<file path="config.mk">
export PLATFORM = sky130hd
export DESIGN_NAME = dcache_ctrl
export DESIGN_NICKNAME = d
export VERILOG_FILES = /design/src/logic/dcache_pkg.sv /design/src/logic/way_select.sv /design/src/logic/line_merge.sv /design/src/logic/dcache_fsm.sv /design/src/logic/dcache_ctrl.sv
export SDC_FILE = /design/constraint.sdc
export NUM_CORES = 1
export LEC_CHECK = 0
export BUFFER_PORTS_ARGS = -buffer_cell sky130_fd_sc_hd__buf_4
export CAP_MARGIN = 15
export CORE_AREA = 2 2 287 289
export DETAILED_ROUTE_END_ITERATION = 8
export DIE_AREA = 0 0 289 291
export PLACE_DENSITY = 0.38
export SETUP_SLACK_MARGIN = 0.4
export SYNTH_ARGS = -nofsm -noshare
export SYNTH_HDL_FRONTEND = slang
export SYNTH_HIERARCHICAL = 1
export SYNTH_SLANG_ARGS = --single-unit
</file>
<file path="constraint.sdc">
create_clock -name clk_tmp -period 21.9 [get_ports clk_tmp]
set_clock_uncertainty 0.2 [all_clocks]
set_input_delay 1.095 -clock clk_tmp [delete_from_list [all_inputs] [get_ports clk_tmp]]
set_output_delay 1.095 -clock clk_tmp [all_outputs]
set_load 0.01 [all_outputs]
</file>
<file path="src/logic/dcache_pkg.sv">
/*
 Shared widths, address split, FSM encoding and line type of the L1 data cache.
 Geometry is fixed at two ways, 256 sets and 16-byte lines of four 32-bit words.
 Byte offset bits 1:0 are ignored, so only aligned word accesses are supported.
*/
`default_nettype none

package dcache_pkg;

    localparam int addr_w         = 32;
    localparam int word_w         = 32;
    localparam int line_w         = 128;
    localparam int words_per_line = 4;

    localparam int tag_w       = 20;        // addr[31:12]
    localparam int index_w     = 8;         // addr[11:4]
    localparam int offset_w    = 2;         // addr[3:2]
    localparam int tag_entry_w = tag_w + 1; // valid bit on top

    localparam int tag_lsb    = 12;
    localparam int index_lsb  = 4;
    localparam int offset_lsb = 2;

    // one line seen flat for arrays and L2, or as words for select and merge
    typedef union packed {
        logic [line_w-1:0]                     flat;
        logic [words_per_line-1:0][word_w-1:0] words;
    } cache_line_u;

    typedef enum logic [2:0] {
        s_idle         = 3'd0,
        s_access       = 3'd1,
        s_write_hit    = 3'd2,
        s_load_block   = 3'd3,
        s_write_l2     = 3'd4,
        s_wait_l2_busy = 3'd5,
        s_l2_access    = 3'd6,
        s_write_l1     = 3'd7
    } fsm_state_e;

endpackage

`default_nettype wire

</file>
<file path="src/logic/way_select.sv">
/*
 Tag compare and victim choice for the two ways of the addressed set.
 Purely combinational. Way 0 wins if both ways report a hit.
 lru names the way to replace once both ways are valid.
*/
`timescale 1ns/1ps
`default_nettype none

module way_select import dcache_pkg::*; (
    input  logic [tag_w-1:0]       addr_tag,
    input  logic [tag_entry_w-1:0] tag0_rd,
    input  logic [tag_entry_w-1:0] tag1_rd,
    input  logic                   dirty0,
    input  logic                   dirty1,
    input  logic                   lru,
    output logic                   hit,
    output logic                   hit_way,
    output logic                   victim_way,
    output logic                   victim_dirty
);

    logic valid0;
    logic valid1;
    logic hit0;
    logic hit1;

    assign valid0 = tag0_rd[tag_entry_w-1];
    assign valid1 = tag1_rd[tag_entry_w-1];

    assign hit0 = valid0 && (tag0_rd[tag_w-1:0] == addr_tag);
    assign hit1 = valid1 && (tag1_rd[tag_w-1:0] == addr_tag);

    assign hit     = hit0 || hit1;
    assign hit_way = hit1 && !hit0;  // way 0 has priority

    always_comb begin
        if (!valid0) begin
            victim_way = 1'b0;  // fill empty ways first
        end else if (!valid1) begin
            victim_way = 1'b1;
        end else begin
            victim_way = lru;
        end
    end

    // a write-back is only needed for a valid dirty line
    assign victim_dirty = victim_way ? (valid1 && dirty1) : (valid0 && dirty0);

    // a refill always replaces the missing line, so one tag never sits in both ways
    always_comb begin
        assert final ((hit0 & hit1) !== 1'b1)
            else $error("way_select: tag %h present in both ways", addr_tag);
    end

endmodule

`default_nettype wire

</file>
<file path="src/logic/line_merge.sv">
/*
 Word select and word insert on the line of the way that hit.
 Purely combinational. The outputs only mean something while hit is high.
*/
`timescale 1ns/1ps
`default_nettype none

module line_merge import dcache_pkg::*; (
    input  cache_line_u         data0_rd,
    input  cache_line_u         data1_rd,
    input  logic                hit_way,
    input  logic [offset_w-1:0] offset,
    input  logic [word_w-1:0]   wr_data_m,
    output logic [word_w-1:0]   hit_word,
    output cache_line_u         merged_line
);

    cache_line_u hit_line;

    assign hit_line = hit_way ? data1_rd : data0_rd;

    // read path through the word view
    assign hit_word = hit_line.words[offset];

    always_comb begin
        merged_line                = hit_line;
        merged_line.words[offset]  = wr_data_m;  // other three words kept
    end

endmodule

`default_nettype wire

</file>
<file path="src/logic/dcache_fsm.sv">
/*
 Control FSM of the L1 data cache. Every output is registered.
 The CPU must hold addr, wr_data_m and memwrite_m until miss_stall falls
 or the read data appears. Each access returns to idle when done.
 A write miss refills first and then finishes as a write hit.
 Victim way is latched at the miss and kept for write-back and refill.
*/
`timescale 1ns/1ps
`default_nettype none

module dcache_fsm import dcache_pkg::*; (
    input  logic                   clk_tmp,
    input  logic                   rst_n,
    input  logic                   access_mem,
    input  logic                   memwrite_m,
    input  logic [addr_w-1:0]      addr,
    input  logic                   hit,
    input  logic                   hit_way,
    input  logic                   victim_way,
    input  logic                   victim_dirty,
    input  logic [word_w-1:0]      hit_word,
    input  cache_line_u            merged_line,
    input  logic [tag_entry_w-1:0] tag0_rd,
    input  logic [tag_entry_w-1:0] tag1_rd,
    input  cache_line_u            data0_rd,
    input  cache_line_u            data1_rd,
    input  logic                   l2_busy,
    input  logic                   l2_rdy,
    input  logic                   l2_complete,
    input  logic                   complete,
    output logic [word_w-1:0]      read_data_m,
    output logic                   miss_stall,
    output logic                   way0_wr,
    output logic                   way1_wr,
    output logic                   dirty_wd,
    output cache_line_u            data_wd_dc,
    output logic                   data_wd_dc_en,
    output logic                   irq,
    output logic [addr_w-1:0]      l2_addr,
    output logic                   l2_cache_rw,
    output cache_line_u            data_rd
);

    fsm_state_e       state;
    logic             victim_q;
    logic [tag_w-1:0] victim_tag;
    cache_line_u      victim_line;

    assign victim_tag  = victim_q ? tag1_rd[tag_w-1:0] : tag0_rd[tag_w-1:0];
    assign victim_line = victim_q ? data1_rd : data0_rd;

    always_ff @(posedge clk_tmp) begin
        if (!rst_n) begin
            state         <= s_idle;
            miss_stall    <= 1'b0;
            way0_wr       <= 1'b0;
            way1_wr       <= 1'b0;
            data_wd_dc_en <= 1'b0;
            irq           <= 1'b0;
            l2_cache_rw   <= 1'b0;
        end else begin
            case (state)
                s_idle: begin
                    if (access_mem) begin
                        state <= s_access;
                    end
                end
                s_access: begin
                    if (hit) begin
                        miss_stall <= 1'b0;
                        if (memwrite_m) begin
                            way0_wr       <= !hit_way;
                            way1_wr       <= hit_way;
                            dirty_wd      <= 1'b1;
                            data_wd_dc    <= merged_line;
                            data_wd_dc_en <= 1'b1;  // arrays take the CPU line
                            state         <= s_write_hit;
                        end else begin
                            read_data_m <= hit_word;
                            state       <= s_idle;
                        end
                    end else begin
                        miss_stall <= 1'b1;
                        victim_q   <= victim_way;
                        if (victim_dirty) begin
                            state <= s_load_block;
                        end else if (l2_busy) begin
                            state <= s_wait_l2_busy;
                        end else begin
                            irq     <= 1'b1;
                            l2_addr <= addr;
                            state   <= s_l2_access;
                        end
                    end
                end
                s_write_hit: begin
                    if (complete) begin
                        way0_wr       <= 1'b0;
                        way1_wr       <= 1'b0;
                        data_wd_dc_en <= 1'b0;
                        state         <= s_idle;
                    end
                end
                s_load_block: begin
                    // old line address rebuilt from the victim tag
                    data_rd <= victim_line;
                    l2_addr <= {victim_tag, addr[index_lsb +: index_w], {index_lsb{1'b0}}};
                    if (!l2_busy) begin
                        l2_cache_rw <= 1'b1;
                        state       <= s_write_l2;
                    end
                end
                s_write_l2: begin
                    if (l2_complete) begin
                        l2_cache_rw <= 1'b0;
                        l2_addr     <= addr;
                        if (l2_busy) begin
                            state <= s_wait_l2_busy;
                        end else begin
                            irq   <= 1'b1;
                            state <= s_l2_access;
                        end
                    end
                end
                s_wait_l2_busy: begin
                    if (!l2_busy) begin
                        irq     <= 1'b1;
                        l2_addr <= addr;
                        state   <= s_l2_access;
                    end
                end
                s_l2_access: begin
                    if (l2_rdy) begin
                        way0_wr       <= !victim_q;
                        way1_wr       <= victim_q;
                        dirty_wd      <= 1'b0;  // refilled line is clean
                        data_wd_dc_en <= 1'b0;  // arrays take the L2 line
                        state         <= s_write_l1;
                    end
                end
                s_write_l1: begin
                    if (complete) begin
                        way0_wr <= 1'b0;
                        way1_wr <= 1'b0;
                        irq     <= 1'b0;
                        state   <= s_access;  // retry now hits
                    end
                end
                default: begin
                    state <= s_idle;
                end
            endcase
        end
    end

    // one way is written per array cycle
    assert property (@(posedge clk_tmp) disable iff (!rst_n) !(way0_wr && way1_wr))
        else $error("dcache_fsm: both way strobes high");

    // a refill request never overlaps a write-back to L2
    assert property (@(posedge clk_tmp) disable iff (!rst_n) !(irq && l2_cache_rw))
        else $error("dcache_fsm: irq high during L2 write-back");

endmodule

`default_nettype wire

</file>
<file path="src/logic/dcache_ctrl.sv">
/*
 Top of the two-way L1 data cache controller.
 Tag, data, dirty and LRU arrays live outside and are read by index.
 way0_wr or way1_wr writes tag, data and dirty of that way together.
 data_wd_dc_en high selects data_wd_dc as the array write data, low the L2 line.
 L2 derives its own set from l2_addr.
*/
`timescale 1ns/1ps
`default_nettype none

module dcache_ctrl import dcache_pkg::*; (
    input  logic                   clk_tmp,
    input  logic                   rst_n,
    // cpu side
    input  logic [addr_w-1:0]      addr,
    input  logic [word_w-1:0]      wr_data_m,
    input  logic                   memwrite_m,
    input  logic                   access_mem,
    output logic [word_w-1:0]      read_data_m,
    output logic                   miss_stall,
    // l1 arrays
    output logic [index_w-1:0]     index,
    input  logic                   lru,
    input  logic [tag_entry_w-1:0] tag0_rd,
    input  logic [tag_entry_w-1:0] tag1_rd,
    input  cache_line_u            data0_rd,
    input  cache_line_u            data1_rd,
    input  logic                   dirty0,
    input  logic                   dirty1,
    input  logic                   complete,
    output logic                   way0_wr,
    output logic                   way1_wr,
    output logic [tag_entry_w-1:0] tag_wd,
    output logic                   dirty_wd,
    output cache_line_u            data_wd_dc,
    output logic                   data_wd_dc_en,
    // l2 side
    input  logic                   l2_busy,
    input  logic                   l2_rdy,
    input  logic                   l2_complete,
    output logic                   irq,
    output logic [addr_w-1:0]      l2_addr,
    output logic                   l2_cache_rw,
    output cache_line_u            data_rd
);

    logic [tag_w-1:0]    addr_tag;
    logic [offset_w-1:0] offset;
    logic                hit;
    logic                hit_way;
    logic                victim_way;
    logic                victim_dirty;
    logic [word_w-1:0]   hit_word;
    cache_line_u         merged_line;

    assign addr_tag = addr[tag_lsb +: tag_w];
    assign index    = addr[index_lsb +: index_w];
    assign offset   = addr[offset_lsb +: offset_w];
    assign tag_wd   = {1'b1, addr_tag};  // every written tag is valid

    way_select i_way_select (
        .addr_tag     (addr_tag),
        .tag0_rd      (tag0_rd),
        .tag1_rd      (tag1_rd),
        .dirty0       (dirty0),
        .dirty1       (dirty1),
        .lru          (lru),
        .hit          (hit),
        .hit_way      (hit_way),
        .victim_way   (victim_way),
        .victim_dirty (victim_dirty)
    );

    line_merge i_line_merge (
        .data0_rd    (data0_rd),
        .data1_rd    (data1_rd),
        .hit_way     (hit_way),
        .offset      (offset),
        .wr_data_m   (wr_data_m),
        .hit_word    (hit_word),
        .merged_line (merged_line)
    );

    dcache_fsm i_dcache_fsm (
        .clk_tmp       (clk_tmp),
        .rst_n         (rst_n),
        .access_mem    (access_mem),
        .memwrite_m    (memwrite_m),
        .addr          (addr),
        .hit           (hit),
        .hit_way       (hit_way),
        .victim_way    (victim_way),
        .victim_dirty  (victim_dirty),
        .hit_word      (hit_word),
        .merged_line   (merged_line),
        .tag0_rd       (tag0_rd),
        .tag1_rd       (tag1_rd),
        .data0_rd      (data0_rd),
        .data1_rd      (data1_rd),
        .l2_busy       (l2_busy),
        .l2_rdy        (l2_rdy),
        .l2_complete   (l2_complete),
        .complete      (complete),
        .read_data_m   (read_data_m),
        .miss_stall    (miss_stall),
        .way0_wr       (way0_wr),
        .way1_wr       (way1_wr),
        .dirty_wd      (dirty_wd),
        .data_wd_dc    (data_wd_dc),
        .data_wd_dc_en (data_wd_dc_en),
        .irq           (irq),
        .l2_addr       (l2_addr),
        .l2_cache_rw   (l2_cache_rw),
        .data_rd       (data_rd)
    );

endmodule

`default_nettype wire

</file>
* After elaboration in Yosys (flattened, before gate mapping)
Cells that the tools add are included.
** Operators by class
- Magnitude comparators :: 2
- Eq/ne operators :: 21
- Multiplexer cells :: 51
- Bitwise operators :: 2
- Reduce and logical (&&, ||, !) cells :: 29
** Operators with widths (number)
- $mux W128 :: 2
- $mux W32 :: 6
- $bwmux W128 :: 1
- $pmux W32 S4 :: 1
- $bmux W32 S2 :: 1
- $demux W32 S2 :: 1
- $eq A20 B20 Y1 :: 2
- $mux W3 :: 9
- $reduce_and A5 Y1 :: 5
- $pmux W3 S8 :: 1
- $ne A2 B2 Y1 const B :: 11
- $mux W1 :: 20
- $mux W20 :: 1
- $eq A3 B3 Y1 const B :: 4
- $pmux W1 S3 :: 3
- $reduce_and A4 Y1 :: 2
- $reduce_bool A4 Y1 :: 2
- $reduce_and A7 Y1 :: 1
- $eq A3 B2 Y1 const B :: 2
- $logic_and A1 B1 Y1 :: 6
- $reduce_and A3 Y1 :: 2
- $reduce_bool A3 Y1 :: 2
- $mux W2 :: 2
- $pmux W1 S2 :: 2
- other kinds (12) :: 16
** Word-level totals
- Bits in registers :: 331
- Input bits :: 373
- Output and inout bits :: 356

* Depth between registers and ports, before layout
- Depth after elaboration :: 8
- Depth in mapped cells :: 9
- Gate-level depth less buffers :: 9

* Modules after synthesis
Netlist, hierarchy kept.
** By module, submodules not included
- dcache_fsm :: times used 1, cells each 633, area an instance 12300.5 um^2
- line_merge :: times used 1, cells each 329, area an instance 3947.5 um^2
- way_select :: times used 1, cells each 61, area an instance 474.2 um^2
- dcache_ctrl :: times used 1, cells each 30, area an instance 221.5 um^2

* Least setup slack after synthesis
OpenSTA, ideal clock, no wires.
- Path kind :: input to register
- From :: input addr[23]
- To :: register i_dcache_fsm/data_wd_dc[0] (netlist bit) (enable)
- Library setup time :: 0.616 ns
- Data arrival time :: 7.298 ns
- Setup slack :: 13.786 ns
- Cell stages on the path :: 7
- Path buffers :: 0
- Cell sequence :: xnor2_1 -> nand4_1 -> nor4_1 -> nand4_1 -> nand2_1 -> nand2_1 -> nor2_1
** On the way
- Cells in the longest elaborated chain, start to end :: 4
** Ends and longest elaborated chain
- start, declared :: line dcache_ctrl.sv:15 : input logic [addr_w-1:0] addr,
- $eq A20 B20 Y1 (on tied branches) :: line way_select.sv:30, way_select.sv:31
- $logic_and A1 B1 Y1 (on tied branches) :: line way_select.sv:30, way_select.sv:31
- $logic_or A1 B1 Y1 (*) :: line way_select.sv:33 : assign hit = hit0 || hit1;
- via hit :: line dcache_ctrl.sv:49 : logic hit;
- $reduce_and A4 Y1 (no source line) (*)
- end signal, assigned :: line dcache_fsm.sv:75 : data_wd_dc <= merged_line;
- end, declared :: line dcache_fsm.sv:36 : output cache_line_u data_wd_dc,
The timed path passes the listed nets; every way through them passes the cells marked *.
A chain may end at the register's enable or synchronous reset.

* Worst setup path after layout
- From :: input addr[24]
- To :: register i_dcache_fsm/data_wd_dc[27] (netlist bit) (enable)
Same word-level chain as after synthesis.

==> out/qor.csv <==
stage,metric,value,unit
yosys,synth_top_family_by_area,multiplexers,
die,rows,105,
grt,grt_max_degree,131,
clock_tree,numCtsBuffers,45,
yosys,synthAdderAreaFrac,0,%
clock_tree,cts_tree,yes,
yosys,yosys.area.top_type,edfxtp_1,
sta,rsz0062_at_grt,no,
detailed_routing,wl,73.9,mm
clock_tree,cts_max_level,2,
final_layout,drive_gt1_share,67.7,%
critical_path,arrival,4.44,ns
power,pwr-share-seq,42.0,%
critical_path,required,21.89,ns
yosys,synth-main-ff-cell,edfxtp_1,
sta,final-max-slew-violation-count,31,
place,place_area,23300,um2
yosys,async_flop_share,0,%
power,p_int,1.33,mW
grt,grt_pass1_vias,12902,
place,numPortBuffers,727,
clock_tree,clock-sinks,331,
final_layout,n_fill_cell,8351,
die,fp.dieW,289,um
flow_run,max_cap_violations,0,
critical_path,crit_fanout,52,
clock_tree,postCtsSetupBuffers,0,
detailed_routing,drt-pass1-iter-count,5,
sta,fin_crit,4.45,ns
critical_path,critical_path.endpoint,i_dcache_fsm/data_wd_dc[27],
power,p_clk_share,40.4,%
yosys,ys_types,45,
clock_tree,cts_hold_buffers,0,
detailed_routing,postRouteAntennaNets,0,
final_layout,utilization,30.4,%
place,place_hpwl,54.6,mm
critical_path,r2r_slack,18.28,ns
final_layout,final_nets,2122,
power,leakage,9.52,nW
yosys,synthMuxAreaShare,31.6,%
sta,slew_headroom,-3.64,%
place,finalWeightedCongestion,0.806,
sta,max_freq,225,MHz
grt,grt_use_total,16.9,%
yosys,synth_warnings,6,
power,share_comb_of_total_power,17.6,%
yosys,ys_seq_area_share,58.1,%
sta,finalWorstSetupSlack,17.45,ns
power,p_switching,470,uW
sta,finalHoldViolCount,0,
yosys,syn-instance-count,1053,
yosys,syn-cell-area,16900,um2
place,placedCellCount,2772,
detailed_routing,drc,0,
critical_path,reg2reg_depth,4,
grt,antenna_found_initial,2,
place,dp_slack,16.73,ns
sta,period_share,20.3,%
critical_path,critPathLaunchType,primary input,
critical_path,r2r_end,i_dcache_fsm/data_wd_dc[27],
critical_path,startpoint,addr[24],
sta,setup_viol,0,
detailed_routing,vias_per_cell,4.23,
hold_path,hold_path_class,reg -> reg,
sta,tns,0,ns
final_layout,area_delta_synth_final,45.8,%
critical_path,end_kind,flop,
grt,grt_first_pass_wirelength,101,mm
yosys,syn_nets,1426,
power,netSwitchingFraction,26.1,%
power,ir_drop,0.0453,mV
clock_tree,clk_latency,0.56,ns
power,power.total,1.80,mW
final_layout,layout.cells.non_filler,2852,
clock_tree,cts-resized-gates,0,
yosys,synth_top_area_share,57.1,%
clock_tree,cts.clk_slew.worst_paths,0.06,ns
yosys,synth_seq_cells,331,
run_status,violations,slew limit,
sta,tightest_slew,1.55,ns
die,core_area,81200,um2
critical_path,worst-setup-path-type,in -> reg,
die,die-area,84100,um2
die,start_util,20.9,%
run_status,status,"complete, but fails checks",
yosys,synth.top_cells.by_area,"edfxtp_1 (57%), mux2_2 (23%), mux4_2 (4.3%)",
detailed_routing,drt-initial-drc-count,460,
clock_tree,clock-root-buffer,clkbuf_16,
die,ios,729,
final_layout,stdcell_area,24700,um2
detailed_routing,num_vias,12070,
yosys,synth-edff-count,322,
clock_tree,ctsLongestPathBuffers,3,
yosys,synth_compound_area_share,1.77,%
detailed_routing,wl_per_cell,25.9,um
critical_path,r2r_start,i_dcache_fsm/state[0],
sta,timing.hold.ws,0.259,ns
grt,grt-ovfl-total,0,
yosys,synthXorXnorAreaFrac,2.07,%
die,die_y,291,um
yosys,syn_avg_cell_area,16.1,um2
yosys,yosys.area_share.simple,2.53,%
power,power_density,72.9,nW/um2
[worst max-delay path: stages]
cell and delay, ns:
buf_4 0.13, xnor2_1 0.42, nand3_1 0.16, nor4_1 0.32
nand4_1 0.22, nand2_1 0.30, nand2_1 0.16, nor2_4 0.81
buf_4 0.75
[cells by family after synthesis]
| group | Yosys count |
|---|---|
| other | 1 |
| flip-flops | 331 |
| XOR/XNOR | 40 |
| AND/OR/NAND/NOR | 88 |
| buffers and inverters | 101 |
| AO/OA/AOI/OAI | 49 |
| multiplexers | 443 |
[per-layer routing]
layer	share of wire [%]	wire, um	vias to the layer above	global-route usage [%]
met5	0.018	13	-	0
met4	1.8	1290	2	3.53
met3	7.7	5670	68	5.02
met2	52	38600	476	31.3
met1	38	28300	6067	18.9
li1	-	-	5457	-
[sequential cells by signal (all words and copies together), names as in the netlist]
register,cells
i_dcache_fsm/data_rd,128
i_dcache_fsm/data_wd_dc,128
i_dcache_fsm/l2_addr,32
i_dcache_fsm/read_data_m,32
i_dcache_fsm/state,3
i_dcache_fsm/data_wd_dc_en,1
i_dcache_fsm/dirty_wd,1
i_dcache_fsm/irq,1
i_dcache_fsm/l2_cache_rw,1
i_dcache_fsm/miss_stall,1
i_dcache_fsm/victim_q,1
i_dcache_fsm/way0_wr,1
i_dcache_fsm/way1_wr,1
[worst min path at each step]
stage | startpoint | to | slack (ns) | cells after the start
floorplan | i_dcache_fsm/data_wd_dc_en | i_dcache_fsm/data_wd_dc_en | 0.27 | 2
global placement | i_dcache_fsm/data_wd_dc_en | i_dcache_fsm/data_wd_dc_en | 0.24 | 2
detailed placement | i_dcache_fsm/data_wd_dc_en | i_dcache_fsm/data_wd_dc_en | 0.26 | 2
CTS | i_dcache_fsm/data_wd_dc_en | i_dcache_fsm/data_wd_dc_en | 0.27 | 2
global route | i_dcache_fsm/way0_wr | i_dcache_fsm/way0_wr | 0.29 | 2
finish | i_dcache_fsm/data_wd_dc_en | i_dcache_fsm/data_wd_dc_en | 0.26 | 2
[power groups by stage]
| stage | registers (mW) | clock network, mW | logic [mW] |
|---|---|---|---|
| floorplan | 0.770 | 0 | 0.168 |
| global placement | 0.769 | 0 | 0.322 |
| detailed placement | 0.769 | 0 | 0.322 |
| CTS | 0.756 | 0.761 | 0.323 |
| global route | 0.759 | 0.781 | 0.341 |
| finish | 0.756 | 0.727 | 0.317 |
[cells in the final DEF, fill, tap and decap left out, drive strengths merged, types with 2 or more instances in the layout]
cell type,count
buf,743
mux2,384
edfxtp,322
clkbuf,58
nand2,37
mux4,32
xnor2,32
mux2i,27
o21ai,27
clkinv,16
nor2,14
dfxtp,9
nand4,8
xor2,8
inv,7
nand3,6
a21oi,6
and2,5
bufinv,4
nor4,4
nor2b,4
nand2b,3
o2111ai,2
a21boi,2
a211oi,2
[synth_stat cells, types with 9 or more instances]
cell type	n
xnor2_1	32
edfxtp_1	322
mux2_2	351
o21ai_0	27
nor2_1	14
mux2_1	23
buf_6	18
mux2i_1	27
dfxtp_1	9
mux2_4	10
mux4_2	32
buf_4	30
buf_2	26
nand2_1	37
clkbuf_1	20
[cell type report]
class | count | area, um2 | area share (%)
sequential | 331 | 9850 | 39.9
inverter | 7 | 26.3 | 0.106
tap | 1070 | 1340 | 5.42
clock inverter | 21 | 208 | 0.841
antenna | 1 | 2.50 | 0.0101
clock buffer | 58 | 1200 | 4.84
multi-input combinational | 621 | 6480 | 26.3
timing repair buffer | 743 | 5590 | 22.6
(Power assumes the default switching activity.)
